===== src/design/msg_handler_pkg.sv =====
package msg_handler_pkg;

  ////////////////////////////////
  // received header layout
  ////////////////////////////////
  localparam int HDR_BYTES = 12;

  // byte offsets, 16-bit fields are big endian
  localparam int OFS_SRC_HI   = 0;
  localparam int OFS_DST_HI   = 2;
  localparam int OFS_SIZE_HI  = 4;
  localparam int OFS_TYPE     = 6;
  localparam int OFS_OPERAND  = 7;
  localparam int OFS_PARA1_HI = 8;
  localparam int OFS_PARA2_HI = 10;

  ////////////////////////////////
  // message types
  ////////////////////////////////
  localparam logic [7:0] TYPE_PING = 8'h01;
  localparam logic [7:0] TYPE_CALC = 8'h0e;

  // set in a request that expects no answer
  localparam int TYPE_NOREPLY_BIT = 4;
  localparam logic [7:0] REPLY_FLAG = 8'h80;

  // calculator operations
  localparam logic [7:0] OP_ADD = 8'h10;
  localparam logic [7:0] OP_SUB = 8'h20;
  localparam logic [7:0] OP_MUL = 8'h30;

  // reply sizing
  localparam int REPLY_IDX_W = 4;
  localparam logic [REPLY_IDX_W-1:0] PING_REPLY_BYTES = 4'd8;
  localparam logic [REPLY_IDX_W-1:0] CALC_REPLY_BYTES = 4'd9;

endpackage


===== src/design/header_parser.sv =====
module header_parser #(
  parameter int ADDR_W = 11
) (
  input  logic               i_clk,
  input  logic               i_rst,
  input  logic               i_frame_ready,
  input  logic [ADDR_W-1:0]  i_frame_len,
  input  logic [7:0]         i_rd_data,
  output logic [ADDR_W-1:0]  o_rd_addr,
  output logic               o_hdr_valid,
  output logic               o_hdr_short,
  output logic [15:0]        o_src_addr,
  output logic [15:0]        o_dst_addr,
  output logic [7:0]         o_msg_type,
  output logic [7:0]         o_operand,
  output logic signed [15:0] o_para1,
  output logic signed [15:0] o_para2
);

  logic busy;
  // low while the address is presented, high when the byte is back
  logic phase;

  always_ff @(posedge i_clk) begin
    if (i_rst) begin
      busy        <= 1'b0;
      phase       <= 1'b0;
      o_rd_addr   <= '0;
      o_hdr_valid <= 1'b0;
      o_hdr_short <= 1'b0;
    end else begin
      o_hdr_valid <= 1'b0;
      if (i_frame_ready) begin
        busy        <= 1'b1;
        phase       <= 1'b0;
        o_rd_addr   <= '0;
        o_hdr_short <= int'(i_frame_len) < msg_handler_pkg::HDR_BYTES;
      end else if (busy) begin
        phase <= ~phase;
        if (phase) begin
          if (int'(o_rd_addr) == msg_handler_pkg::HDR_BYTES - 1) begin
            busy        <= 1'b0;
            o_hdr_valid <= 1'b1;
          end else begin
            o_rd_addr <= o_rd_addr + 1'b1;
          end
        end
      end
    end
  end

  ////////////////////////////////
  // field capture by offset
  ////////////////////////////////
  always_ff @(posedge i_clk) begin
    if (busy && phase) begin
      case (int'(o_rd_addr))
        msg_handler_pkg::OFS_SRC_HI:       o_src_addr[15:8] <= i_rd_data;
        msg_handler_pkg::OFS_SRC_HI + 1:   o_src_addr[7:0]  <= i_rd_data;
        msg_handler_pkg::OFS_DST_HI:       o_dst_addr[15:8] <= i_rd_data;
        msg_handler_pkg::OFS_DST_HI + 1:   o_dst_addr[7:0]  <= i_rd_data;
        msg_handler_pkg::OFS_TYPE:         o_msg_type       <= i_rd_data;
        msg_handler_pkg::OFS_OPERAND:      o_operand        <= i_rd_data;
        msg_handler_pkg::OFS_PARA1_HI:     o_para1[15:8]    <= i_rd_data;
        msg_handler_pkg::OFS_PARA1_HI + 1: o_para1[7:0]     <= i_rd_data;
        msg_handler_pkg::OFS_PARA2_HI:     o_para2[15:8]    <= i_rd_data;
        msg_handler_pkg::OFS_PARA2_HI + 1: o_para2[7:0]     <= i_rd_data;
        // size field not needed, the reply size is fixed per type
        default: ;
      endcase
    end
  end

endmodule


===== config.mk =====
export PLATFORM = sky130hd
export DESIGN_NAME = header_parser
export DESIGN_NICKNAME = d
export VERILOG_FILES = /design/src/design/msg_handler_pkg.sv /design/src/design/header_parser.sv
export SDC_FILE = /design/constraint.sdc
export NUM_CORES = 1
export LEC_CHECK = 0
export CORE_UTILIZATION = 61
export CTS_CLUSTER_SIZE = 16
export DETAILED_ROUTE_END_ITERATION = 8
export DONT_BUFFER_PORTS = 1
export PLACE_DENSITY = 0.77
export SETUP_SLACK_MARGIN = 0.3
export SLEW_MARGIN = 20
export SYNTH_ARGS = -nofsm -noshare
export SYNTH_HDL_FRONTEND = slang
export SYNTH_SLANG_ARGS = --single-unit

===== constraint.sdc =====
create_clock -name i_clk -period 3.2 [get_ports i_clk]
set_input_delay 0 -clock i_clk [delete_from_list [all_inputs] [get_ports i_clk]]
set_output_delay 0 -clock i_clk [all_outputs]
set_load 0.01 [all_outputs]

==> impl_metrics.env <==
export IMPL_power_density_nw_per_um2=608
export IMPL_r2r_end="o_src_addr[6]$_DFFE_PP_"
export IMPL_synth_nets=204
export IMPL_combPwrFrac_pct=1.9
export IMPL_synth_seq_area_share_pct=84.3
export IMPL_start_util_pct=63.2
export IMPL_rsz0062_at_grt="false"
export IMPL_slowest_delay_ns=0.54
export IMPL_synth_cell_types=34
export IMPL_grt_start_max_net_pins=17
export IMPL_avgSynthCellArea_um2=18.0
export IMPL_hold_path_class="primary input to register"
export IMPL_cts_hold_buffers=14
export IMPL_seqPwrFrac_pct=60.6
export IMPL_crit_end="o_src_addr[6]$_DFFE_PP_"
export IMPL_ys_ff_latch=95
export IMPL_ys_warnings_count=0
export IMPL_start_kind="register"
export IMPL_antenna_found_initial=0
export IMPL_finish_utilization_pct=72.0
export IMPL_r2r_setup_slack_ns=0.79
export IMPL_die_y_um=74.5
export IMPL_slowest_stage="nor2_1"
export IMPL_cts_tree="yes"
export IMPL_cp_startpoint="o_rd_addr[4]$_SDFFE_PP0P_"
export IMPL_most_common_layout_cells="edfxtp_1, nor2_1, dfxtp_1"
export IMPL_portBuffers=0
export IMPL_dieArea_um2=5550
export IMPL_grt_pass1_vias=1481
export IMPL_crit_buf_inv=0
export IMPL_required_ns=3.19
export IMPL_post_drt_wl_per_cell_um=20.9
export IMPL_p_sw_share_pct=18.9
export IMPL_cts_root_buf="clkbuf_8"
export IMPL_insertedDiodeCount=0
export IMPL_cp_end_kind="register"
export IMPL_worstRegToRegCells=4
export IMPL_fin_cells=277
export IMPL_critical_path_depth=4
export IMPL_cts_sinks=95
export IMPL_overflow=0
export IMPL_layout_commonest_cell="edfxtp_1"
export IMPL_worstPathMaxFanout=8
export IMPL_drive_gt1_share_pct=12.1
export IMPL_p_leak_nw=1.19
export IMPL_hpwl_um=3800
export IMPL_drt_initial_drc_count=126
export IMPL_status="complete, no violations"
export IMPL_regToRegStartpoint="o_rd_addr[4]$_SDFFE_PP0P_"
export IMPL_fin_hold_ws_ns=0.496
export IMPL_grt_pass1_wl_um=8330
export IMPL_worstPathCellList="nor4_2, nand2_1, or3_2, nor2_1"
export IMPL_drc=0
export IMPL_tightest_slew_ns=0.716
export IMPL_crit_family="simple AND/OR/NAND/NOR gates"
export IMPL_worstPathArrival_ns=2.40
export IMPL_io_pins=115
export IMPL_rows=26
export IMPL_wirelength_um=5800
export IMPL_p_int_mw=1.80
export IMPL_power_mw=2.22
export IMPL_cts_made_buffers=9
export IMPL_gp_congestion=0.784
export IMPL_fmax_ghz=0.415
export IMPL_die_w_um=74.5
export IMPL_vias=1641
export IMPL_finalMaxSlewViolations=0
export IMPL_post_cts_buffers=0
export IMPL_fin_crit_sh_pct=75.4
export IMPL_setup_viol=0
export IMPL_max_slew_margin_pct=52.1
export IMPL_maxCapViolCount=0
export IMPL_core_area_um2=5070
export IMPL_fin_crit_ns=2.41
export IMPL_worstSetupPathType="register to register"
export IMPL_insertion_delay_ns=0.35
export IMPL_antenna_left=0
export IMPL_peakVddDrop_mv=0.305
export IMPL_path_clk_slew_ns=0.09
export IMPL_grt_total_usage_pct=22.4
export IMPL_synth_area_um2=3210
export IMPL_first_pass_iters=4
export IMPL_p_sw_mw=0.420
export IMPL_final_hold_violation_count=0
export IMPL_cts_path_max_buffers=2
export IMPL_cts_htree_levels=3
export IMPL_nets=228
export IMPL_pwr_share_clk_pct=37.6
export IMPL_via_per_inst=5.92
export IMPL_tns_ns=0
export IMPL_area_growth_pct=14.0
export IMPL_post_cts_resized=0
export IMPL_clock_skew_ns=0.00782
export IMPL_dp_cells=247
export IMPL_netlist_instances=178
kinds of logic after synthesis:
| logic type | count (synthesis) | share of synthesized area (%) |
|---|---|---|
| AO/OA/AOI/OAI | 13 | 2.65 |
| XOR/XNOR | 7 | 1.91 |
| adder cells (fa/ha/maj) | 4 | 1.56 |
| buffers and inverters | 6 | 0.820 |
| flip-flops | 95 | 84.3 |
| AND/OR/NAND/NOR | 53 | 8.78 |
how the worst min path moves through the flow:
stage	startpoint	to	slack [ns]	cells past startpoint
2_1_floorplan	i_rst	busy$_SDFF_PP0_	0.07	1
3_3_place_gp	i_rst	busy$_SDFF_PP0_	0.07	1
3_5_place_dp	i_rst	busy$_SDFF_PP0_	0.07	1
4_1_cts	i_frame_len[4]	o_hdr_short$_SDFFE_PP0P_	0.47	3
5_1_grt	i_frame_len[4]	o_hdr_short$_SDFFE_PP0P_	0.52	3
6_report	i_frame_ready	o_rd_addr[1]$_SDFFE_PP0P_	0.50	4
worst reg2reg max path: cells and delay by family (launching register included):
kind | cells | cell delay [ns]
and+or+nand+nor | 4 | 1.65
DFF | 1 | 0.41
cell usage after synthesis, drive strengths merged:
cell    count  area, um2
edfxtp     80       2400
nor2       17       63.8
dfxtp      15        300
nand2      10       37.5
nand3       6       30.0
xor2        5       43.8
a21oi       4       20.0
ha          4       50.1
nor3        4       20.0
or3         4       32.5
inv         3       11.3
nand4       3       25.0
o21ai       3       15.0
clkbuf      2       7.51
nor4        2       18.8
xnor2       2       17.5
a211oi      1       7.51
a311oi      1       8.76
a32o        1       10.0
a41oi       1       8.76
and2        1       6.26
and2b       1       8.76
and3        1       7.51
and4        1       8.76
buf         1       7.51
nor4b       1       8.76
o211ai      1       7.51
o31ai       1       7.51
or2         1       6.26
or4         1       7.51
sequential cells by signal, indices dropped and copies added (netlist names):
name / cells
busy: 1
o_dst_addr: 16
o_hdr_short: 1
o_hdr_valid: 1
o_msg_type: 8
o_operand: 8
o_para1: 16
o_para2: 16
o_rd_addr: 11
o_src_addr: 16
phase: 1
power groups by stage:
stage               sequential, mW  combinational [mW]  clock [mW]
finish                        1.34              0.0414       0.835
detailed placement            1.37              0.0110           0
global route                  1.35              0.0453       0.892
CTS                           1.34              0.0422       0.849
floorplan                     1.37             0.00909           0
global placement              1.37              0.0104           0
metrics by stage:
stage / setup WS (ns) / cell area, um2
5_1_grt: 0.625 / 3650
6_report: 0.788 / 3650
3_3_place_gp: 0.881 / 3290
3_5_place_dp: 0.811 / 3290
2_1_floorplan: 0.953 / 3210
4_1_cts: 0.803 / 3650
routing by layer:
layer / GRT usage (%) / wire length, um / vias to the layer above
met5: 0 / 0 / -
met4: 13.4 / 76 / 0
met3: 8.13 / 660 / 8
met2: 32.7 / 2770 / 118
met1: 28.8 / 2290 / 793
li1: - / - / 722
layout make-up:
cell class	instances	area, um2
clock buffers	10	128
clock inverters	6	92.6
fillers	321	1420
inverters	3	11.3
multi-input cells	77	478
flip-flops and latches	95	2700
well taps	70	87.6
repair buffers	16	155
Note: power is estimated with default switching activity, not from simulation.
