File: src/design/msg_handler_pkg.sv
package msg_handler_pkg;

  ////////////////////////////////
  // received header layout
  ////////////////////////////////
  localparam int HDR_BYTES = 12;

  // byte offsets, 16-bit fields are big endian
  localparam int OFS_SRC_HI   = 0;
  localparam int OFS_DST_HI   = 2;
  localparam int OFS_SIZE_HI  = 4;
  localparam int OFS_TYPE     = 6;
  localparam int OFS_OPERAND  = 7;
  localparam int OFS_PARA1_HI = 8;
  localparam int OFS_PARA2_HI = 10;

  ////////////////////////////////
  // message types
  ////////////////////////////////
  localparam logic [7:0] TYPE_PING = 8'h01;
  localparam logic [7:0] TYPE_CALC = 8'h0e;

  // set in a request that expects no answer
  localparam int TYPE_NOREPLY_BIT = 4;
  localparam logic [7:0] REPLY_FLAG = 8'h80;

  // calculator operations
  localparam logic [7:0] OP_ADD = 8'h10;
  localparam logic [7:0] OP_SUB = 8'h20;
  localparam logic [7:0] OP_MUL = 8'h30;

  // reply sizing
  localparam int REPLY_IDX_W = 4;
  localparam logic [REPLY_IDX_W-1:0] PING_REPLY_BYTES = 4'd8;
  localparam logic [REPLY_IDX_W-1:0] CALC_REPLY_BYTES = 4'd9;

endpackage

File: src/design/command_engine.sv
module command_engine (
  input  logic                                  i_clk,
  input  logic                                  i_rst,
  input  logic                                  i_hdr_valid,
  input  logic                                  i_hdr_short,
  input  logic [15:0]                           i_src_addr,
  input  logic [15:0]                           i_dst_addr,
  input  logic [7:0]                            i_msg_type,
  input  logic [7:0]                            i_operand,
  input  logic signed [15:0]                    i_para1,
  input  logic signed [15:0]                    i_para2,
  input  logic [msg_handler_pkg::REPLY_IDX_W-1:0] i_tx_idx,
  input  logic                                  i_tx_finished,
  output logic                                  o_tx_start,
  output logic [msg_handler_pkg::REPLY_IDX_W-1:0] o_tx_len,
  output logic [7:0]                            o_tx_byte,
  output logic                                  o_frame_done,
  output logic                                  o_done
);

  logic signed [15:0] calc_result;
  logic               stage_valid;
  logic               stage_reply;
  logic               stage_calc;
  logic               is_ping;
  logic               is_calc;
  logic               no_reply;

  assign is_ping  = i_msg_type == msg_handler_pkg::TYPE_PING;
  assign is_calc  = i_msg_type == msg_handler_pkg::TYPE_CALC;
  assign no_reply = i_hdr_short | i_msg_type[msg_handler_pkg::TYPE_NOREPLY_BIT] |
                    ~(is_ping | is_calc);

  // low 16 bits only
  always_ff @(posedge i_clk) begin
    if (i_hdr_valid) begin
      case (i_operand)
        msg_handler_pkg::OP_ADD: calc_result <= i_para1 + i_para2;
        msg_handler_pkg::OP_SUB: calc_result <= i_para1 - i_para2;
        msg_handler_pkg::OP_MUL: calc_result <= i_para1 * i_para2;
        default:                 calc_result <= '0;
      endcase
    end
  end

  always_ff @(posedge i_clk) begin
    if (i_rst) begin
      stage_valid <= 1'b0;
      stage_reply <= 1'b0;
      stage_calc  <= 1'b0;
      o_tx_start  <= 1'b0;
      o_tx_len    <= '0;
      o_done      <= 1'b0;
    end else begin
      stage_valid <= i_hdr_valid;
      o_tx_start  <= 1'b0;
      if (i_hdr_valid) begin
        stage_reply <= ~no_reply;
        stage_calc  <= is_calc;
      end
      if (stage_valid && stage_reply) begin
        o_tx_start <= 1'b1;
        o_tx_len   <= stage_calc ? msg_handler_pkg::CALC_REPLY_BYTES :
                                   msg_handler_pkg::PING_REPLY_BYTES;
      end
      // frame ends after decode or after the last reply byte
      o_done <= (stage_valid & ~stage_reply) | i_tx_finished;
    end
  end

  assign o_frame_done = o_done;

  ////////////////////////////////
  // reply byte map
  ////////////////////////////////
  always_comb begin
    case (i_tx_idx)
      4'd0:    o_tx_byte = i_dst_addr[15:8];
      4'd1:    o_tx_byte = i_dst_addr[7:0];
      4'd2:    o_tx_byte = i_src_addr[15:8];
      4'd3:    o_tx_byte = i_src_addr[7:0];
      4'd4:    o_tx_byte = 8'h00;
      4'd5:    o_tx_byte = stage_calc ? 8'h02 : 8'h01;
      4'd6:    o_tx_byte = i_msg_type | msg_handler_pkg::REPLY_FLAG;
      4'd7:    o_tx_byte = stage_calc ? calc_result[15:8] : 8'h00;
      4'd8:    o_tx_byte = calc_result[7:0];
      default: o_tx_byte = 8'h00;
    endcase
  end

endmodule

File: config.mk
export PLATFORM = sky130hd
export DESIGN_NAME = command_engine
export DESIGN_NICKNAME = d
export VERILOG_FILES = /design/src/design/msg_handler_pkg.sv /design/src/design/command_engine.sv
export SDC_FILE = /design/constraint.sdc
export NUM_CORES = 1
export LEC_CHECK = 0
export ABC_AREA = 0
export ABC_CLOCK_PERIOD_IN_PS = 8500
export BUFFER_PORTS_ARGS = -buffer_cell sky130_fd_sc_hd__buf_2
export CAP_MARGIN = 20
export CORE_MARGIN = 2
export CORE_UTILIZATION = 40
export DETAILED_ROUTE_END_ITERATION = 12
export GPL_TIMING_DRIVEN = 0
export PLACE_DENSITY = 0.68
export SYNTH_ARGS = -nofsm -noshare
export SYNTH_HDL_FRONTEND = slang
export SYNTH_SLANG_ARGS = --single-unit
File: constraint.sdc
create_clock -name i_clk -period 8.5 [get_ports i_clk]
set_input_delay 1.7 -clock i_clk [delete_from_list [all_inputs] [get_ports i_clk]]
set_output_delay 1.7 -clock i_clk [all_outputs]
set_load 0.02 [all_outputs]
==> impl_metrics.ini <==
[finish]
drive_gt1_share_pct = 12.6
synthToLayoutAreaGrowth_pct = 12.4
finalNonFillerCells = 1126
n_antenna_cell = 0
nets = 1154
post-route-util_pct = 45.4

[global_routing]
grt_pass1_wl_mm = 29.1
grt_start_max_net_pins = 19
antenna_found_initial = 0
gr-total-overflow = 0
track_usage_pct = 20.4
grt_pass1_vias = 5707

[synthesis]
synth_edf_count = 16
synth_warnings = 0
synthMuxAreaShare_pct = 1.81
ys_top_cells_by_area = fa_1 24%, ha_1 15%, inv_1 7.7%
syn_avg_cell_area_um2 = 8.20
synth.distinct_cells = 56
synth_seq_cells = 23
synth-seq-area-share_pct = 9.37
synthFlopType = edfxtp_1
syn_area_um2 = 6620
synth_area_leader_cell = fa_1
synth_compound_area_share_pct = 13.1
synth_xor_area_share_pct = 8.33
synth.top_cell.area_share_pct = 24.2
async_flop_share_pct = 0
synthAdderAreaFrac_pct = 38.9
yosys.area_share.simple_pct = 18.5
synth_top_family_by_area = adder cells
synth_cells = 808

[sta]
fin_crit_sh_pct = 88.9
rsz0062_at_grt = false
min_period_ns = 7.55
setup_tns_ns = 0
slew_headroom_pct = 34.5
max_freq_mhz = 132
finClkSkew_ns = 0.00102
layout_setup_ws_ns = 0.947
worst_pin_slew_ns = 0.975
hold_viol = 0
drv_slew = 0
finalSetupViolCount = 0
fin_hold_ws_ns = 0.466

[cts]
clock-root-buffer = clkbuf_16
cts_resized = 0
clk_latency_ns = 0.25
cts_buffer_depth = 2
cts-buffers-inserted = 3
cts_hold_buf = 0
cts_sinks = 23
cts_tree = yes
cts.htree.levels = 1
clk_pin_slew_ns = 0.06
postCtsSetupBuffers = 0

[setup_path]
worstReg2RegEnd = o_tx_len[0]$_SDFFE_PP0P_
worstPathRequired_ns = 8.48
cp_data_arrival_time_ns = 7.53
path_max_fanout = 10
rr_startpoint = stage_reply$_SDFFE_PP0P_
start_kind = input pin
reg2regPathDepth = 3
worst-r2r-setup-slack_ns = 7.77
crit_type = in2reg
critPathCaptureType = register

[routing]
drtIter0Drc = 376
wl_per_cell_um = 15.9
drc = 0
firstDrtPassIters = 5
ant_nets = 0
vias = 5882
vias_per_cell = 5.22
drt-total-wl_mm = 17.9

[die]
start_util_pct = 40.4
rows = 47
die_y_um = 133
io_pins = 104
coreArea_um2 = 16400
dieArea_um2 = 17600
dieWidth_um = 133

[pwr]
switchingPower_w = 0.000949
comb_power_share_pct = 87.2
power_density_nw_per_um2 = 237
seq_power_share_pct = 7.2
p_leak_nw = 3.64
vdd_ir_drop_max_v = 0.000193
p_int_w = 0.000818
clkPwrFrac_pct = 5.6
p_sw_share_pct = 53.7

[run_status]
outcome = completed

[placed_design]
dpl.cell_count = 1122
pre_cts_ws_ns = 0.704
gp_congestion = 0.878
portBuffers = 93
dp_hpwl_mm = 14.7

[flow_run]
max_cap_violations = 0

[min_path]
holdCritStartpoint = o_tx_len[3]$_SDFFE_PP0P_
hold_class = reg2reg
holdPathStages = 2
min_to = o_tx_len[3]$_SDFFE_PP0P_
## per-stage QoR
stage	power, W	cell area (µm²)
floorplan	0.00125	6630
global placement	0.00166	7370
detailed placement	0.00168	7370
CTS	0.00179	7450
global route	0.00201	7450
finish	0.00177	7450
## registers in the layout, summed over array words and instances, names as in the netlist
name / flops
calc_result: 16
o_tx_len: 2
o_done: 1
o_tx_start: 1
stage_calc: 1
stage_reply: 1
stage_valid: 1
## synth_stat cells, types with 7 or more instances
| master | instances |
|---|---|
| clkbuf_1 | 27 |
| inv_1 | 136 |
| a21o_1 | 7 |
| o22ai_1 | 10 |
| a21oi_1 | 28 |
| edfxtp_1 | 16 |
| mux2i_1 | 12 |
| and2_1 | 65 |
| nor2_1 | 30 |
| nor3_1 | 9 |
| nor2b_1 | 8 |
| xor2_1 | 25 |
| dfxtp_1 | 7 |
| o21ai_0 | 38 |
| nand2_1 | 103 |
| ha_1 | 78 |
| nand3_1 | 9 |
| fa_1 | 80 |
| xnor2_1 | 38 |
## worst max-delay path, cell delays in order
cell and delay, ns:
clkbuf_1 0.39, clkbuf_1 0.53, nand2_1 0.13, fa_1 0.50, fa_1 0.59, fa_1 0.45
fa_1 0.57, inv_1 0.06, fa_1 0.47, inv_1 0.05, fa_1 0.47, inv_1 0.04
ha_1 0.32, a21oi_1 0.23, inv_1 0.08, a221oi_1 0.42, o21ai_0 0.22, xnor2_1 0.19
o22ai_1 0.10
## logic make-up (layout without fill, tap and decap cells)
logic type,count (synthesis),after routing
simple gates,248,248
buf+inv,171,268
fa+ha+maj,158,158
compound gates,132,132
xor+xnor,63,63
flops,23,23
mux,12,12
other cells,1,2
## metal layers
metal | track usage, % | share of wire [%] | up-vias
li1 | - | - | 2808
met1 | 28.8 | 45 | 2789
met2 | 34.1 | 46 | 262
met3 | 1.84 | 7.2 | 23
met4 | 4.48 | 1.6 | 0
met5 | 0 | 0 | -
## final cells by class
cell class / instances / area (µm²)
buffer: 35 / 149
clock buffer: 3 / 75.1
fill: 1683 / 8960
sequential: 23 / 621
inverter: 136 / 510
clock inverter: 1 / 5.00
tap: 220 / 275
multi-input combinational: 615 / 5350
timing repair buffer: 93 / 465
## power by group through the flow
stage | clock network, W | registers [W] | logic [W]
6_report | 0.0000997 | 0.000127 | 0.00154
5_1_grt | 0.000104 | 0.000128 | 0.00177
4_1_cts | 0.000102 | 0.000127 | 0.00156
3_5_place_dp | 0 | 0.000130 | 0.00155
3_3_place_gp | 0 | 0.000130 | 0.00154
2_1_floorplan | 0 | 0.000129 | 0.00112
## worst max-delay path by stage
stage | depth (start not counted) | to | slack (ns) | start
after floorplan | 19 | calc_result[15]$_DFFE_PP_ | 1.61 | i_para2[3]
final | 19 | calc_result[15]$_DFFE_PP_ | 0.95 | i_para2[3]
after CTS | 19 | calc_result[15]$_DFFE_PP_ | 0.97 | i_para2[3]
after global placement | 19 | calc_result[15]$_DFFE_PP_ | 0.79 | i_para2[3]
after global routing | 19 | calc_result[15]$_DFFE_PP_ | 0.55 | i_para2[3]
after detailed placement | 19 | calc_result[15]$_DFFE_PP_ | 0.70 | i_para2[3]
## placed cells by master, fill, tap and decap left out, types with 7 or more instances in the layout
master,count
inv_1,136
o22ai_1,10
and2_1,65
fa_1,80
edfxtp_1,16
mux2i_1,12
nand3_1,9
a21oi_1,28
buf_2,97
o21ai_0,38
nor3_1,9
nor2b_1,8
dfxtp_1,7
nand2_1,103
nor2_1,30
ha_1,78
xnor2_1,38
a21o_1,7
clkbuf_1,27
xor2_1,25
(Power assumes the default switching activity.)
