===== src/design/msg_handler_pkg.sv =====
package msg_handler_pkg;

  ////////////////////////////////
  // received header layout
  ////////////////////////////////
  localparam int HDR_BYTES = 12;

  // byte offsets, 16-bit fields are big endian
  localparam int OFS_SRC_HI   = 0;
  localparam int OFS_DST_HI   = 2;
  localparam int OFS_SIZE_HI  = 4;
  localparam int OFS_TYPE     = 6;
  localparam int OFS_OPERAND  = 7;
  localparam int OFS_PARA1_HI = 8;
  localparam int OFS_PARA2_HI = 10;

  ////////////////////////////////
  // message types
  ////////////////////////////////
  localparam logic [7:0] TYPE_PING = 8'h01;
  localparam logic [7:0] TYPE_CALC = 8'h0e;

  // set in a request that expects no answer
  localparam int TYPE_NOREPLY_BIT = 4;
  localparam logic [7:0] REPLY_FLAG = 8'h80;

  // calculator operations
  localparam logic [7:0] OP_ADD = 8'h10;
  localparam logic [7:0] OP_SUB = 8'h20;
  localparam logic [7:0] OP_MUL = 8'h30;

  // reply sizing
  localparam int REPLY_IDX_W = 4;
  localparam logic [REPLY_IDX_W-1:0] PING_REPLY_BYTES = 4'd8;
  localparam logic [REPLY_IDX_W-1:0] CALC_REPLY_BYTES = 4'd9;

endpackage


===== src/design/frame_transmitter.sv =====
module frame_transmitter (
  input  logic                                  i_clk,
  input  logic                                  i_rst,
  input  logic                                  i_tx_start,
  input  logic [msg_handler_pkg::REPLY_IDX_W-1:0] i_tx_len,
  input  logic [7:0]                            i_tx_byte,
  input  logic                                  i_wready,
  output logic [msg_handler_pkg::REPLY_IDX_W-1:0] o_tx_idx,
  output logic                                  o_tx_finished,
  output logic                                  o_wvalid,
  output logic [7:0]                            o_wdata
);

  logic                                  active;
  logic [msg_handler_pkg::REPLY_IDX_W-1:0] tx_len;

  always_ff @(posedge i_clk) begin
    if (i_rst) begin
      active        <= 1'b0;
      o_tx_idx      <= '0;
      o_tx_finished <= 1'b0;
      o_wvalid      <= 1'b0;
    end else begin
      o_wvalid <= 1'b0;
      // the last byte leaves active low behind it
      o_tx_finished <= o_wvalid & ~active;
      if (i_tx_start) begin
        active   <= 1'b1;
        o_tx_idx <= '0;
      end else if (active && !o_wvalid && i_wready) begin
        o_wvalid <= 1'b1;
        o_tx_idx <= o_tx_idx + 1'b1;
        if (o_tx_idx == tx_len - 1'b1) begin
          active <= 1'b0;
        end
      end
    end
  end

  // byte and length registers
  always_ff @(posedge i_clk) begin
    if (i_tx_start) begin
      tx_len <= i_tx_len;
    end
    if (active && !o_wvalid && i_wready) begin
      o_wdata <= i_tx_byte;
    end
  end

  assert property (@(posedge i_clk) disable iff (i_rst) o_wvalid |-> $past(i_wready));

  // engine only asks for one of the two reply shapes
  assert property (@(posedge i_clk) disable iff (i_rst)
    i_tx_start |-> (i_tx_len == msg_handler_pkg::PING_REPLY_BYTES ||
                    i_tx_len == msg_handler_pkg::CALC_REPLY_BYTES));

endmodule


===== config.mk =====
export PLATFORM = sky130hd
export DESIGN_NAME = frame_transmitter
export DESIGN_NICKNAME = d
export VERILOG_FILES = /design/src/design/msg_handler_pkg.sv /design/src/design/frame_transmitter.sv
export SDC_FILE = /design/constraint.sdc
export NUM_CORES = 1
export LEC_CHECK = 0
export ABC_AREA = 1
export ABC_CLOCK_PERIOD_IN_PS = 2590
export BUFFER_PORTS_ARGS = -buffer_cell sky130_fd_sc_hd__buf_4
export CORE_UTILIZATION = 30
export CTS_CLUSTER_SIZE = 16
export DETAILED_ROUTE_END_ITERATION = 16
export GPL_TIMING_DRIVEN = 1
export HOLD_SLACK_MARGIN = 0.02
export MAX_ROUTING_LAYER = met4
export PLACE_DENSITY = 0.59
export REMOVE_ABC_BUFFERS = 1
export SKIP_LAST_GASP = 1
export SLEW_MARGIN = 20
export SYNTH_ARGS = -nofsm -noshare
export SYNTH_HDL_FRONTEND = slang
export SYNTH_SLANG_ARGS = --single-unit

===== constraint.sdc =====
create_clock -name i_clk -period 2.59 [get_ports i_clk]
set_input_delay 0.3885 -clock i_clk [delete_from_list [all_inputs] [get_ports i_clk]]
set_output_delay 0.3885 -clock i_clk [all_outputs]
set_load 0.005 [all_outputs]

==> results of run 1 <==
==> worst min-delay path by stage <==
stage	from	endpoint	slack, ns	cells past startpoint
finish	i_tx_len[3]	tx_len[3]	0.26	1
global route	i_tx_len[3]	tx_len[3]	0.24	1
CTS	i_rst	active	0.25	2
detailed placement	active	o_tx_finished	0.44	1
global placement	active	o_tx_finished	0.45	1
floorplan	active	o_tx_finished	0.42	1
==> sequential cells by signal, indices dropped and copies added (netlist names) <==
register	count
tx_len	4
o_tx_finished	1
o_wdata	8
active	1
o_wvalid	1
o_tx_idx	4
==> power by group through the flow <==
| stage | logic (mW) | clock network (mW) | registers [mW] |
|---|---|---|---|
| after floorplan | 0.0276 | 0 | 0.348 |
| after global placement | 0.0600 | 0 | 0.348 |
| after detailed placement | 0.0620 | 0 | 0.348 |
| after CTS | 0.0623 | 0.152 | 0.341 |
| after global routing | 0.0706 | 0.165 | 0.343 |
| final | 0.0615 | 0.146 | 0.341 |
==> per-stage QoR <==
step           power, mW  hold slack, ns  instance area, sq um
2_1_floorplan      0.376           0.417                   753
3_3_place_gp       0.408           0.451                  1010
3_5_place_dp       0.410           0.444                  1010
4_1_cts            0.556           0.253                  1030
5_1_grt            0.579           0.243                  1030
6_report           0.548           0.263                  1030
==> worst max-delay path: cells and delay by family (launching register included) <==
family,cells,cell delay (ns)
adder cells (fa/ha/maj),1,0.25
flip-flops,1,0.40
AND/OR/NAND/NOR,6,0.37
AO/OA/AOI/OAI,1,0.05
buffers and inverters,2,0.16
==> kinds of logic after synthesis <==
logic type	synth area share
and+or+nand+nor	0.178
adders and majority gates	0.0332
xor gates and xnor gates	0.0116
AOI/OAI and AO/OA	0.0531
buffers and inverters	0.0598
DFF	0.664
==> layout by cell type, fill, tap and decap left out, drive strengths merged <==
cell    count
nor2        3
clkinv      1
dfxtp       7
o21ai       3
edfxtp     12
nor3b       1
clkbuf      3
nand3       4
nand4       1
buf        29
xnor2       1
nand2      19
inv        12
ha          2
nor3        1
a21oi       5
==> final cells by class <==
cell class                 instances  area [sq um]
sequential                        19           500
tap                               28          35.0
inverter                          12          45.0
clock inverter                     1          5.00
multi-input combinational         40           208
clock buffer                       3          22.5
fill                             220          1260
timing repair buffer              29           218
==> layer usage <==
metal	vias to the layer above	GRT usage	part of all wire
met5	-	-	0
met4	0	0.0541	0.0098
met3	2	0.0292	0.072
met2	25	0.205	0.48
met1	263	0.142	0.44
li1	299	-	-
==> flow_summary.toml, run 1 <==
[timing]
tightestPinTransition_ns = 0.352
rsz0062_at_grt = "no"
clock_skew_ns = 0.00634
period_minus_slack_ns = 1.34
fmax_ghz = 0.749
period_share = 0.516
setup_tns_ns = 0
slew_headroom = 0.765
setup_violations = 0
finalMaxSlewViolations = 0
hold_viol = 0
timing.final.ws_setup_ns = 1.25

[critical_path]
crit_path_start = "tx_len[0]"
reg2reg_to = "active"
arrival_ns = 1.53
crit_end = "active"
cp-end-kind = "register"
required_ns = 2.79
timing.rr.start = "tx_len[0]"
rr_worst_depth = 10
cp_slowest_cell = "edfxtp_1"
cp-start-kind = "register"
worstPathCellList = "inv_1 -> ha_1 -> inv_1 -> nand2_1 -> nand2_1 -> nand3_2 -> nor2_1 -> nand2_1 -> nand2_1 -> a21oi_1"
worstPathMaxFanout = 3
crit_path_frequent_cell = "nand2_1"
crit_type = "reg -> reg"
crit_path_max_incr_delay_ns = 0.40
r2r_slack_ns = 1.25

[yosys]
synth_edf_count = 12
syn_area_sq_um = 753
async_flop_share = 0
synth_common_cells = "19 x nand2_1, 12 x edfxtp_1, 12 x inv_1, 7 x dfxtp_1, 5 x a21oi_1"
synth_top_area_cell = "edfxtp_1"
synth_top_area_frac = 0.478
ys.flop_type = "edfxtp_1"
netlist_instances = 71
synth.most_common_cell = "nand2_1"
netlist_top_cells_area = "edfxtp_1 48%, dfxtp_1 19%, nand2_1 9.5%, inv_1 6.0%, a21oi_1 3.3%"
synth-warning-count = 0
synthDistinctLibCells = 15
syn_area_per_cell_sq_um = 10.6
yosysSeqAreaShare = 0.664
synth_seq_cells = 19

[power]
p_leak_nw = 0.458
pwr-share-clk = 0.266
p_int_uw = 425
switchingPower_uw = 123
cellPowerDensity_nw_per_um2 = 530
switching_share = 0.224
combPwrFrac = 0.112
pwr-share-seq = 0.622
peakVddDrop_mv = 0.279

[outcome]
outcome = "finished clean"

[cts]
root_buffer = "clkbuf_4"
cts_resized = 0
clock-sinks = 19
post_cts_buffers = 0
cts_max_path_buffers = 2
cts_tree = "built"
cts-buffers-inserted = 3
cts_hold_buffers = 0
cts.clk_slew.worst_paths_ns = 0.11
htreeDepth = 1
worstSkewPairLatency_ns = 0.29

[grt]
track_usage = 0.124
grt_start_max_net_pins = 14
grt-ovfl-total = 0
grt_pass1_wl_um = 2370
grt_pass1_vias = 586
antenna_found_initial = 0

[routing]
wl_per_cell_um = 10.1
final_antenna_net_count = 0
routed_via_density = 4.46
drt_iter0_drc = 2
routed_wirelength_um = 1330
vias = 589
drc = 0
firstDrtPassIters = 4

[final_layout]
fin_util = 0.450
fin_nets = 123
layout-drive-gt1-share = 0.337
antennaDiodeCount = 0
area_growth_pct = 37.2
fin_cells = 132

[die]
ios = 30
core_sq_um = 2300
dieArea_sq_um = 2710
num_rows = 17
start_util = 0.328
die_y_um = 52.1
die_x_um = 52.1

[placed_design]
portBuffers = 29
hpwlAfterDp_um = 1050
routabilityCongestion = 0.728
dp.cells = 128
place_ws_ns = 1.17

[run]
cap_violations = 0

[min_path]
hold_class = "in -> reg"
Note: power is estimated with default switching activity, not from simulation.
==> run 2: changes to the inputs <==
--- a/config.mk
+++ b/config.mk
@@ -6,7 +6,7 @@
 export NUM_CORES = 1
 export LEC_CHECK = 0
 export ABC_AREA = 1
-export ABC_CLOCK_PERIOD_IN_PS = 2590
+export ABC_CLOCK_PERIOD_IN_PS = 1340
 export BUFFER_PORTS_ARGS = -buffer_cell sky130_fd_sc_hd__buf_4
 export CORE_UTILIZATION = 30
 export CTS_CLUSTER_SIZE = 16
==> constraint.sdc (replaced) <==
create_clock -name i_clk -period 1.34 [get_ports i_clk]
set_input_delay 0.201 -clock i_clk [delete_from_list [all_inputs] [get_ports i_clk]]
set_output_delay 0.201 -clock i_clk [all_outputs]
set_load 0.005 [all_outputs]
==> run 2 against run 1 <==
Effect of this change: non-clock buffer count is 2 higher; routed wire length grew 13%; critical path depth is the same; first-iteration DRC count increased to 9.5 times the previous value; fmax increased by 5.4%; count of clock-buffer cells in the layout is the same; sequential share of layout area shrank 1.4 points; clock skew is 0.0045 ns lower; total power is 96% higher; flip-flop and latch count unchanged; cell count increased by 1.5%; design area increased by 2.9%; largest cell class unchanged.
==> flow_summary.toml, run 2 (same netlist as run 1, synthesis figures left out) <==
[power]
cellPowerDensity_nw_per_um2 = 1010
p_leak_nw = 0.468
total_power_mw = 1.08
peakVddDrop_mv = 0.677

[timing]
period_minus_slack_ns = 1.27
finalMaxSlewViolations = 0
hold_viol = 0
rsz0062_at_grt = "yes"
tightestPinTransition_ns = 0.343
period_share = 0.946
fmax_ghz = 0.789
setup_violations = 0
clock_skew_ns = 0.00186
slew_headroom = 0.770

[final_layout]
largest_reg_flops = 8
largest_register = "o_wdata"
final_common_cell = "buf_4"
area_growth_pct = 41.2
fin_cells = 134
antennaDiodeCount = 0
fin_util = 0.463
top_regs = "o_wdata (8), o_tx_idx (4), tx_len (4)"
fin_area_sq_um = 1060
fin_nets = 125
final_cell_mix = "31 x buf_4, 19 x nand2_1, 12 x edfxtp_1"
layout-drive-gt1-share = 0.377

[routing]
wl_per_cell_um = 11.2
final_antenna_net_count = 0
routed_via_density = 4.46
drt_iter0_drc = 19
drc = 0
vias = 598
firstDrtPassIters = 4
routed_wirelength_um = 1500

[cts]
cts.clk_slew.worst_paths_ns = 0.10
cts_max_path_buffers = 2
cts-buffers-inserted = 3
root_buffer = "clkbuf_4"
cts_tree = "built"
htreeDepth = 1
worstSkewPairLatency_ns = 0.30
clock-sinks = 19

[grt]
grt_pass1_vias = 556
grt_start_max_net_pins = 12
antenna_found_initial = 0
grt_pass1_wl_um = 2300
grt-ovfl-total = 0
track_usage = 0.126

[die]
num_rows = 17
die_x_um = 52.1
dieArea_sq_um = 2710
start_util = 0.328
core_sq_um = 2300
die_y_um = 52.1
ios = 30

[placed_design]
placed_area_sq_um = 1010
dp.cells = 129
portBuffers = 29
routabilityCongestion = 0.840
hpwlAfterDp_um = 1070

[critical_path]
cp-end-kind = "register"
cp-start-kind = "register"
crit_type = "reg -> reg"
worstPathMaxFanout = 2
required_ns = 1.54
arrival_ns = 1.47

[run]
cap_violations = 0

[min_path]
hold_class = "in -> reg"

[outcome]
outcome = "finished clean"
-- run 2: final timing paths --
kind	start	end	slack (ns)	cells past startpoint
setup / recovery	tx_len[0]	active	0.07	10
hold / removal	i_tx_len[0]	tx_len[0]	0.07	1
setup reg to reg	tx_len[0]	active	0.07	10
hold reg to reg	active	o_tx_finished	0.45	1
-- run 2: per-layer routing --
metal | wire, um | global-route usage | part of all wire | up-vias
met5 | 0 | - | 0 | -
met4 | 34 | 0.0811 | 0.023 | 0
met3 | 136 | 0.0380 | 0.090 | 5
met2 | 744 | 0.216 | 0.49 | 26
met1 | 588 | 0.122 | 0.39 | 264
li1 | - | - | - | 303
-- run 2: repair_timing --
action                                  CTS  global route
gates resized for setup                   1             3
setup buffers                             1             0
endpoints found under the setup margin    1             2
pin swaps                                 0             3
hold buffers                              0             0
-- run 2: layout make-up --
type	instances	area, sq um
inverters	12	45.0
flip-flops and latches	19	500
clock inverters	1	5.00
fillers	225	1230
clock buffers	3	22.5
well taps	28	35.0
multi-input cells	40	223
repair buffers	31	233
-- run 2: per-stage QoR --
stage          hold WS, ns  worst slack (ns)  setup TNS (ns)
4_1_cts             0.0686            0.0112               0
2_1_floorplan        0.270            0.0848               0
3_5_place_dp         0.380          -0.00500        -0.00500
5_1_grt             0.0473           -0.0180         -0.0180
6_report            0.0705            0.0726               0
3_3_place_gp         0.379            0.0523               0
-- run 2: critical path, cell delays in order, from the launching register on --
cell and delay, ns:
edfxtp_1 0.42, inv_2 0.10, ha_4 0.20, inv_1 0.05, nand2_1 0.04, nand2_1 0.07
nand3_2 0.06, nor2_2 0.08, nand2_1 0.05, nand2_1 0.05, a21oi_1 0.05
-- run 2: where the power goes --
group | switching (mW) | internal, mW
Sequential | 0.0119 | 0.648
Combinational | 0.0632 | 0.0714
Clock | 0.170 | 0.111
Total | 0.245 | 0.831
