==> src/design/frame_receiver.sv <==
module frame_receiver #(
  parameter int ADDR_W     = 11,
  parameter int GAP_CYCLES = 16
) (
  input  logic              i_clk,
  input  logic              i_rst,
  input  logic              i_rready,
  input  logic [7:0]        i_rdata,
  input  logic              i_frame_done,
  output logic              o_rreq,
  output logic              o_wr_en,
  output logic [ADDR_W-1:0] o_wr_addr,
  output logic [7:0]        o_wr_data,
  output logic              o_frame_ready,
  output logic [ADDR_W-1:0] o_frame_len
);

  localparam int GAP_W = $clog2(GAP_CYCLES + 1);
  localparam logic [ADDR_W-1:0] LEN_MAX = '1;

  typedef enum logic {ST_RX, ST_HOLD} state_t;

  state_t            state;
  logic [ADDR_W-1:0] byte_cnt;
  logic [GAP_W-1:0]  gap_cnt;

  always_ff @(posedge i_clk) begin
    if (i_rst) begin
      state         <= ST_RX;
      o_rreq        <= 1'b0;
      o_wr_en       <= 1'b0;
      o_frame_ready <= 1'b0;
      o_frame_len   <= '0;
      byte_cnt      <= '0;
      gap_cnt       <= '0;
    end else begin
      o_wr_en       <= 1'b0;
      o_frame_ready <= 1'b0;
      case (state)
        ST_RX: begin
          if (o_rreq) begin
            // byte taken at this edge, next cycle is the gap cycle
            o_rreq  <= 1'b0;
            gap_cnt <= '0;
            if (byte_cnt != LEN_MAX) begin
              o_wr_en  <= 1'b1;
              byte_cnt <= byte_cnt + 1'b1;
            end
          end else if (i_rready) begin
            o_rreq  <= 1'b1;
            gap_cnt <= '0;
          end else if (byte_cnt != '0) begin
            // idle line after at least one byte
            if (gap_cnt == GAP_W'(GAP_CYCLES - 1)) begin
              o_frame_ready <= 1'b1;
              o_frame_len   <= byte_cnt;
              state         <= ST_HOLD;
            end else begin
              gap_cnt <= gap_cnt + 1'b1;
            end
          end
        end
        ST_HOLD: begin
          // fifo untouched until the frame is handled
          if (i_frame_done) begin
            state    <= ST_RX;
            byte_cnt <= '0;
            gap_cnt  <= '0;
          end
        end
        default: state <= ST_RX;
      endcase
    end
  end

  // write data captured with the pop
  always_ff @(posedge i_clk) begin
    if (o_rreq) begin
      o_wr_addr <= byte_cnt;
      o_wr_data <= i_rdata;
    end
  end

  // every pop needs a gap cycle so the fifo flag can settle
  assert property (@(posedge i_clk) disable iff (i_rst) o_rreq |=> !o_rreq);

endmodule

==> config.mk <==
export PLATFORM = sky130hd
export DESIGN_NAME = frame_receiver
export DESIGN_NICKNAME = d
export VERILOG_FILES = /design/src/design/frame_receiver.sv
export SDC_FILE = /design/constraint.sdc
export NUM_CORES = 1
export LEC_CHECK = 0
export ABC_AREA = 0
export BUFFER_PORTS_ARGS = -buffer_cell sky130_fd_sc_hd__buf_2
export CAP_MARGIN = 20
export CORE_UTILIZATION = 56
export DETAILED_ROUTE_END_ITERATION = 12
export GPL_ROUTABILITY_DRIVEN = 0
export PLACE_DENSITY = 0.89
export SYNTH_ARGS = -nofsm -noshare
export SYNTH_HDL_FRONTEND = slang
export SYNTH_SLANG_ARGS = --single-unit
export TNS_END_PERCENT = 5
==> constraint.sdc <==
create_clock -name i_clk -period 4.6 [get_ports i_clk]
set_input_delay 0.69 -clock i_clk [delete_from_list [all_inputs] [get_ports i_clk]]
set_output_delay 0.69 -clock i_clk [all_outputs]
set_load 0.01 [all_outputs]
==> impl_metrics.xml, run 1 <==
<?xml version="1.0" encoding="UTF-8"?>
<metrics>
  <group name="outcome">
    <metric name="run_status" unit="">complete, no violations</metric>
  </group>
  <group name="logic_synthesis">
    <metric name="synthesis.yosys.warnings" unit="">0</metric>
    <metric name="netlist_area" unit="sq um">2106</metric>
    <metric name="ys_ff_latch" unit="">50</metric>
    <metric name="synth_nets" unit="">207</metric>
    <metric name="synth_cells" unit="">191</metric>
    <metric name="count_of_cell_types_in_the_netlist" unit="">47</metric>
    <metric name="portion_of_the_post_synthesis_area_used_by_sequential_elements" unit="%">56.57</metric>
    <metric name="avgSynthCellArea" unit="sq um">11.02</metric>
    <metric name="ys_dominant_reg_cell" unit="">sky130_fd_sc_hd__dfxtp_1</metric>
    <metric name="synth_edf_count" unit="">19</metric>
    <metric name="synth-async-reset-ratio" unit="%">0</metric>
  </group>
  <group name="clocking">
    <metric name="quantity_of_hold_fixing_buffers_added_after_cts" unit="">0</metric>
    <metric name="ctsResizeCount" unit="">0</metric>
    <metric name="worstSkewPairLatency" unit="ns">0.30</metric>
    <metric name="cts_post_setup_buffers_inserted" unit="">0</metric>
    <metric name="clock_tree_from_tritoncts" unit="">built</metric>
    <metric name="clock_sink_count" unit="">50</metric>
    <metric name="cts_buffer_depth" unit="">2</metric>
    <metric name="number_of_clock_buffers_inserted_by_tritoncts" unit="">5</metric>
    <metric name="cts_max_level" unit="">2</metric>
    <metric name="path_clk_slew" unit="ns">0.08</metric>
    <metric name="cts-root-buf" unit="">sky130_fd_sc_hd__clkbuf_8</metric>
  </group>
  <group name="cells_and_area">
    <metric name="nFillCells" unit="">268</metric>
    <metric name="num_antenna_cells" unit="">0</metric>
    <metric name="post_route_cells_drive_above_1_share" unit="%">24.68</metric>
    <metric name="most-common-layout-cells" unit="">44 x sky130_fd_sc_hd__buf_2, 31 x sky130_fd_sc_hd__dfxtp_1, 22 x sky130_fd_sc_hd__nor2_1, 19 x sky130_fd_sc_hd__edfxtp_1, 16 x sky130_fd_sc_hd__nand2_1</metric>
    <metric name="layout.cells.most_common" unit="">sky130_fd_sc_hd__buf_2</metric>
    <metric name="design.final.nets" unit="">250</metric>
    <metric name="area_growth" unit="%">15.33</metric>
  </group>
  <group name="pwr">
    <metric name="p_per_area" unit="nW/um^2">311.8</metric>
    <metric name="leakage" unit="nW">0.9285</metric>
    <metric name="switching_share" unit="%">22.06</metric>
    <metric name="finalPower" unit="mW">0.7572</metric>
    <metric name="cellInternalPower" unit="mW">0.5901</metric>
    <metric name="sequentialPowerShare" unit="%">62.3</metric>
    <metric name="peakVddDrop" unit="uV">221.3</metric>
    <metric name="power.share.clock" unit="%">31.9</metric>
    <metric name="p_switching" unit="mW">0.1670</metric>
    <metric name="combinational_share_of_power" unit="%">5.8</metric>
  </group>
  <group name="global_route">
    <metric name="globalRouteOverflowTotal" unit="">0</metric>
    <metric name="grt_usage" unit="%">20.78</metric>
    <metric name="first_global_vias" unit="">1440</metric>
    <metric name="grt_max_degree" unit="">34</metric>
    <metric name="antenna_found_initial" unit="">0</metric>
    <metric name="first_pass_grt_wire_length" unit="mm">6.568</metric>
  </group>
  <group name="setup_path">
    <metric name="crit_required" unit="ns">4.76</metric>
    <metric name="worstRegToRegCells" unit="">7</metric>
    <metric name="cp-start-kind" unit="">register</metric>
    <metric name="ff2ff_setup_slack" unit="ns">2.30</metric>
    <metric name="data_arrival_time_of_the_critical_path" unit="ns">2.46</metric>
    <metric name="start_of_the_worst_register_to_register_path" unit="">gap_cnt[0]</metric>
    <metric name="timing_worst_setup_path_type" unit="">register to register</metric>
    <metric name="path_max_fanout" unit="">13</metric>
    <metric name="r2r_end" unit="">o_frame_len[1]</metric>
    <metric name="critPathCaptureType" unit="">register</metric>
  </group>
  <group name="worst_hold_path">
    <metric name="min_path_type" unit="">register to register</metric>
    <metric name="cell_depth_of_the_worst_min_delay_path" unit="">2</metric>
    <metric name="timing.hold.worst.start" unit="">gap_cnt[4]</metric>
    <metric name="min_delay_worst_endpoint" unit="">gap_cnt[4]</metric>
  </group>
  <group name="die">
    <metric name="start_util" unit="%">60.71</metric>
    <metric name="design.die.area" unit="sq um">4009</metric>
    <metric name="fp.dieW" unit="um">63.32</metric>
    <metric name="io_pins" unit="">45</metric>
    <metric name="placement_rows" unit="">21</metric>
    <metric name="fp.dieH" unit="um">63.32</metric>
    <metric name="design.core.area" unit="sq um">3468</metric>
  </group>
  <group name="place">
    <metric name="detailedPlacementHpwl" unit="mm">2.670</metric>
    <metric name="numPortBuffers" unit="">44</metric>
    <metric name="place_ws" unit="ns">2.309</metric>
  </group>
  <group name="timing">
    <metric name="post-route-worst-setup-slack" unit="ns">2.302</metric>
    <metric name="slew_headroom" unit="%">51.07</metric>
    <metric name="rsz0062_at_grt" unit="">no</metric>
    <metric name="period_share" unit="%">49.96</metric>
    <metric name="report.final.hold_viol_count" unit="">0</metric>
    <metric name="slew_viol_final" unit="">0</metric>
    <metric name="timing.final.setup_violations" unit="">0</metric>
    <metric name="fmax" unit="GHz">0.4351</metric>
    <metric name="fin_crit" unit="ns">2.298</metric>
    <metric name="final_worst_clock_skew" unit="ns">0.005405</metric>
    <metric name="max_slew.worst_pin.slew" unit="ns">0.7284</metric>
    <metric name="finalSetupTns" unit="ns">0</metric>
  </group>
  <group name="route">
    <metric name="route.vias.total" unit="">1601</metric>
    <metric name="drt.antenna.violating_nets" unit="">0</metric>
    <metric name="detail_route.wirelength" unit="mm">3.855</metric>
    <metric name="dr.first_iter.drc_count" unit="">75</metric>
    <metric name="post_drt_wl_per_cell" unit="um">13.72</metric>
    <metric name="first_pass_iters" unit="">4</metric>
    <metric name="drc_errors" unit="">0</metric>
    <metric name="detail_route.vias_per_cell" unit="">5.698</metric>
  </group>
  <group name="job">
    <metric name="count_of_maximum_capacitance_violations" unit="">0</metric>
  </group>
</metrics>
[through the flow]
step           util [%]  instances  hold WS [ns]  instance area (sq um)
2_1_floorplan         -        191        0.4029                   2106
3_3_place_gp      67.50        273        0.4581                   2341
3_5_place_dp      67.50        273        0.4731                   2341
4_1_cts           70.02        281        0.4854                   2429
5_1_grt           70.02        281        0.5191                   2429
6_report          70.02        281        0.4937                   2429
[kinds of logic after synthesis]
group,after synthesis,share of synthesized area (%)
AND/OR/NAND/NOR,75,19.90
flip-flops,50,56.57
AO/OA/AOI/OAI,36,12.24
buffers and inverters,14,3.268
multiplexers,11,5.229
adder cells (fa/ha/maj),4,2.377
XOR/XNOR,1,0.4160
[flip-flops by register name (all words and copies together) (netlist names)]
name,cells
gap_cnt,5
o_frame_len,11
o_frame_ready,1
o_wr_addr,11
o_rreq,1
o_wr_en,1
state,1
byte_cnt,11
o_wr_data,8
[power by group through the flow]
stage	combinational (mW)	sequential (mW)	clock, mW
finish	0.0439	0.472	0.242
global route	0.0489	0.473	0.266
CTS	0.0443	0.472	0.249
detailed placement	0.0442	0.482	0
global placement	0.0436	0.482	0
floorplan	0.0215	0.488	0
[metal layers]
layer,global-route usage (%),wire length [um]
met5,0,0
met4,7.955,52
met3,5.072,242
met2,31.91,1720
met1,28.22,1840
[Yosys cell counts, types with 4 or more instances]
library cell,instances,area (sq um)
sky130_fd_sc_hd__nor2b_1,4,25.02
sky130_fd_sc_hd__and3_1,4,25.02
sky130_fd_sc_hd__inv_1,5,18.77
sky130_fd_sc_hd__mux2i_1,11,110.1
sky130_fd_sc_hd__ha_1,4,50.05
sky130_fd_sc_hd__o21ai_0,4,20.02
sky130_fd_sc_hd__a21oi_1,10,50.05
sky130_fd_sc_hd__nor2_1,22,82.58
sky130_fd_sc_hd__nand2_1,16,60.06
sky130_fd_sc_hd__nand4b_1,4,35.03
sky130_fd_sc_hd__a31oi_1,5,31.28
sky130_fd_sc_hd__clkbuf_1,5,18.77
sky130_fd_sc_hd__edfxtp_1,19,570.6
sky130_fd_sc_hd__dfxtp_1,31,620.6
[worst max path at each step]
stage	start	to	slack [ns]
floorplan	o_rreq	o_frame_len[0]	2.52
global placement	i_rready	o_frame_len[0]	2.39
detailed placement	gap_cnt[0]	o_frame_len[1]	2.31
CTS	gap_cnt[0]	o_frame_len[1]	2.27
global route	gap_cnt[0]	o_frame_len[10]	2.14
finish	gap_cnt[0]	o_frame_len[1]	2.30
[worst max-delay path: stages (launching register included)]
cell and delay [ns]:
sky130_fd_sc_hd__dfxtp_1 0.37, sky130_fd_sc_hd__ha_1 0.20, sky130_fd_sc_hd__and3_1 0.16, sky130_fd_sc_hd__ha_1 0.15, sky130_fd_sc_hd__or4b_4 0.49, sky130_fd_sc_hd__a31oi_4 0.47, sky130_fd_sc_hd__mux2i_1 0.26, sky130_fd_sc_hd__nor2_1 0.06
[area by class of cell]
class / instances / area, sq um / area share, %
timing repair buffer: 45 / 227.7 / 9.377
multi-input combinational: 127 / 845.8 / 34.83
inverter: 5 / 18.77 / 0.7728
sequential: 50 / 1191 / 49.05
tap: 46 / 57.56 / 2.370
clock inverter: 2 / 15.01 / 0.6182
clock buffer: 6 / 72.57 / 2.988
(Power assumes the default switching activity.)
==> run 2, diff against run 1 <==
CORE_UTILIZATION = 53   (was 56)
PLACE_DENSITY = 0.85   (was 0.89)
clock period = 2.3 ns   (was 4.6 ns; I/O delays follow)
==> run 2 against run 1 <==
Flip-flop and latch count stayed put. Sequential power is 100% higher. Cell area is 2.2% higher. Highest routed layer unchanged. First-iteration DRC count is 73% higher. Routed wire length is 4.2% higher. Largest power group unchanged. Final cell count is 2.5% higher. Worst setup slack worse by 2.1 ns. Total power is 100% higher. Critical path depth is 1 higher. Register-to-register slack worse by 2.1 ns. Count of clock-buffer cells in the layout is 1 higher.
==> impl_metrics.xml, run 2 (synthesis gave the netlist of run 1 again) <==
<?xml version="1.0" encoding="UTF-8"?>
<metrics>
  <group name="outcome">
    <metric name="run_status" unit="">complete, no violations</metric>
  </group>
  <group name="pwr">
    <metric name="leakage" unit="nW">0.9622</metric>
    <metric name="peakVddDrop" unit="uV">446.4</metric>
    <metric name="p_per_area" unit="nW/um^2">616.9</metric>
    <metric name="finalPower" unit="mW">1.531</metric>
  </group>
  <group name="die">
    <metric name="io_pins" unit="">45</metric>
    <metric name="fp.dieH" unit="um">65.03</metric>
    <metric name="fp.dieW" unit="um">65.03</metric>
    <metric name="placement_rows" unit="">22</metric>
    <metric name="design.core.area" unit="sq um">3744</metric>
    <metric name="start_util" unit="%">56.25</metric>
    <metric name="design.die.area" unit="sq um">4229</metric>
  </group>
  <group name="global_route">
    <metric name="antenna_found_initial" unit="">0</metric>
    <metric name="grt_usage" unit="%">20.83</metric>
    <metric name="first_global_vias" unit="">1439</metric>
    <metric name="grt_max_degree" unit="">34</metric>
    <metric name="first_pass_grt_wire_length" unit="mm">6.775</metric>
    <metric name="globalRouteOverflowTotal" unit="">0</metric>
  </group>
  <group name="place">
    <metric name="detailedPlacementHpwl" unit="mm">2.856</metric>
    <metric name="numPortBuffers" unit="">44</metric>
  </group>
  <group name="setup_path">
    <metric name="path_max_fanout" unit="">13</metric>
    <metric name="timing_worst_setup_path_type" unit="">register to register</metric>
    <metric name="crit_required" unit="ns">2.47</metric>
    <metric name="cp-start-kind" unit="">register</metric>
    <metric name="critPathCaptureType" unit="">register</metric>
    <metric name="data_arrival_time_of_the_critical_path" unit="ns">2.26</metric>
  </group>
  <group name="cells_and_area">
    <metric name="reg.largest.list" unit="">byte_cnt: 11 flops, o_frame_len: 11 flops, o_wr_addr: 11 flops</metric>
    <metric name="most-common-layout-cells" unit="">44 x sky130_fd_sc_hd__buf_2, 31 x sky130_fd_sc_hd__dfxtp_1, 22 x sky130_fd_sc_hd__nor2_1, 19 x sky130_fd_sc_hd__edfxtp_1, 16 x sky130_fd_sc_hd__nand2_1</metric>
    <metric name="post_route_cells_drive_above_1_share" unit="%">26.25</metric>
    <metric name="layout.cells.most_common" unit="">sky130_fd_sc_hd__buf_2</metric>
    <metric name="design.final.nets" unit="">255</metric>
    <metric name="num_antenna_cells" unit="">0</metric>
    <metric name="area_growth" unit="%">17.83</metric>
  </group>
  <group name="clocking">
    <metric name="ctsResizeCount" unit="">0</metric>
    <metric name="cts_post_setup_buffers_inserted" unit="">0</metric>
    <metric name="path_clk_slew" unit="ns">0.09</metric>
    <metric name="clock_tree_from_tritoncts" unit="">built</metric>
    <metric name="cts_max_level" unit="">2</metric>
    <metric name="cts_buffer_depth" unit="">2</metric>
    <metric name="cts-root-buf" unit="">sky130_fd_sc_hd__clkbuf_8</metric>
    <metric name="number_of_clock_buffers_inserted_by_tritoncts" unit="">5</metric>
    <metric name="quantity_of_hold_fixing_buffers_added_after_cts" unit="">0</metric>
    <metric name="clock_sink_count" unit="">50</metric>
    <metric name="worstSkewPairLatency" unit="ns">0.30</metric>
  </group>
  <group name="worst_hold_path">
    <metric name="min_path_type" unit="">primary input to register</metric>
  </group>
  <group name="timing">
    <metric name="finalSetupTns" unit="ns">0</metric>
    <metric name="slew_viol_final" unit="">0</metric>
    <metric name="slew_headroom" unit="%">60.67</metric>
    <metric name="rsz0062_at_grt" unit="">no</metric>
    <metric name="final_worst_clock_skew" unit="ns">0.01097</metric>
    <metric name="fin_crit" unit="ns">2.084</metric>
    <metric name="timing.final.setup_violations" unit="">0</metric>
    <metric name="max_slew.worst_pin.slew" unit="ns">0.5872</metric>
    <metric name="report.final.hold_viol_count" unit="">0</metric>
    <metric name="period_share" unit="%">90.60</metric>
    <metric name="fmax" unit="GHz">0.4799</metric>
  </group>
  <group name="route">
    <metric name="route.vias.total" unit="">1639</metric>
    <metric name="first_pass_iters" unit="">4</metric>
    <metric name="detail_route.vias_per_cell" unit="">5.691</metric>
    <metric name="detail_route.wirelength" unit="mm">4.017</metric>
    <metric name="drc_errors" unit="">0</metric>
    <metric name="drt.antenna.violating_nets" unit="">0</metric>
    <metric name="post_drt_wl_per_cell" unit="um">13.95</metric>
    <metric name="dr.first_iter.drc_count" unit="">130</metric>
  </group>
  <group name="job">
    <metric name="count_of_maximum_capacitance_violations" unit="">0</metric>
  </group>
</metrics>
## run 2: changes by cell type in the layout (fill, tap and decap cells not counted)
| cell | delta |
|---|---|
| sky130_fd_sc_hd__buf_12 | +1 |
| sky130_fd_sc_hd__clkbuf_4 | +1 |
| sky130_fd_sc_hd__buf_4 | +4 |
| sky130_fd_sc_hd__clkinvlp_4 | -1 |
## run 2: path summary, 6_finish.rpt
| path | from | to | slack, ns | cells after the start |
|---|---|---|---|---|
| setup / recovery | gap_cnt[0] | o_frame_len[0] | 0.22 | 8 |
| hold / removal | i_rdata[0] | o_wr_data[0] | 0.21 | 1 |
| setup reg to reg | gap_cnt[0] | o_frame_len[0] | 0.22 | 8 |
| hold reg to reg | gap_cnt[4] | gap_cnt[4] | 0.48 | 2 |
## run 2: power by group
group / switching, mW / leakage (nW) / internal, mW
clock network: 0.267 / 0.0419 / 0.227
logic: 0.0583 / 0.490 / 0.0347
registers: 0.00922 / 0.430 / 0.935
total: 0.334 / 0.962 / 1.20
## run 2: area by class of cell
type                    instances  area, sq um
multi-input cells             127        845.8
well taps                      48        60.06
repair buffers                 50        277.8
clock buffers                   7        80.08
inverters                       5        18.77
fillers                       305         1262
flip-flops and latches         50         1191
clock inverters                 1        7.507
## run 2: stage by stage
step                setup WS, ns  std cells  cell area [sq um]  util [%]  hold WS (ns)
global placement          0.2821        280               2394     63.94        0.4597
finish                    0.2161        288               2481     66.28        0.2091
CTS                       0.2026        288               2481     66.28        0.2081
floorplan                 0.2215        191               2106         -        0.4029
global route              0.1089        288               2481     66.28        0.1996
detailed placement        0.2117        280               2394     63.94        0.4677
## run 2: per-layer routing
layer | global-route usage (%) | routed length [um] | vias to the layer above
li1 | - | - | 806
met3 | 4.754 | 219 | 7
met5 | 0 | 0 | -
met2 | 31.77 | 1837 | 56
met1 | 28.85 | 1910 | 770
met4 | 7.609 | 50 | 0
## run 2: critical path, stage by stage, from the launching register on
cell,delay [ns]
sky130_fd_sc_hd__dfxtp_1,0.36
sky130_fd_sc_hd__ha_1,0.19
sky130_fd_sc_hd__and3_1,0.17
sky130_fd_sc_hd__ha_1,0.15
sky130_fd_sc_hd__or4b_4,0.48
sky130_fd_sc_hd__a31oi_4,0.18
sky130_fd_sc_hd__buf_12,0.17
sky130_fd_sc_hd__mux2i_1,0.19
sky130_fd_sc_hd__nor2_1,0.06
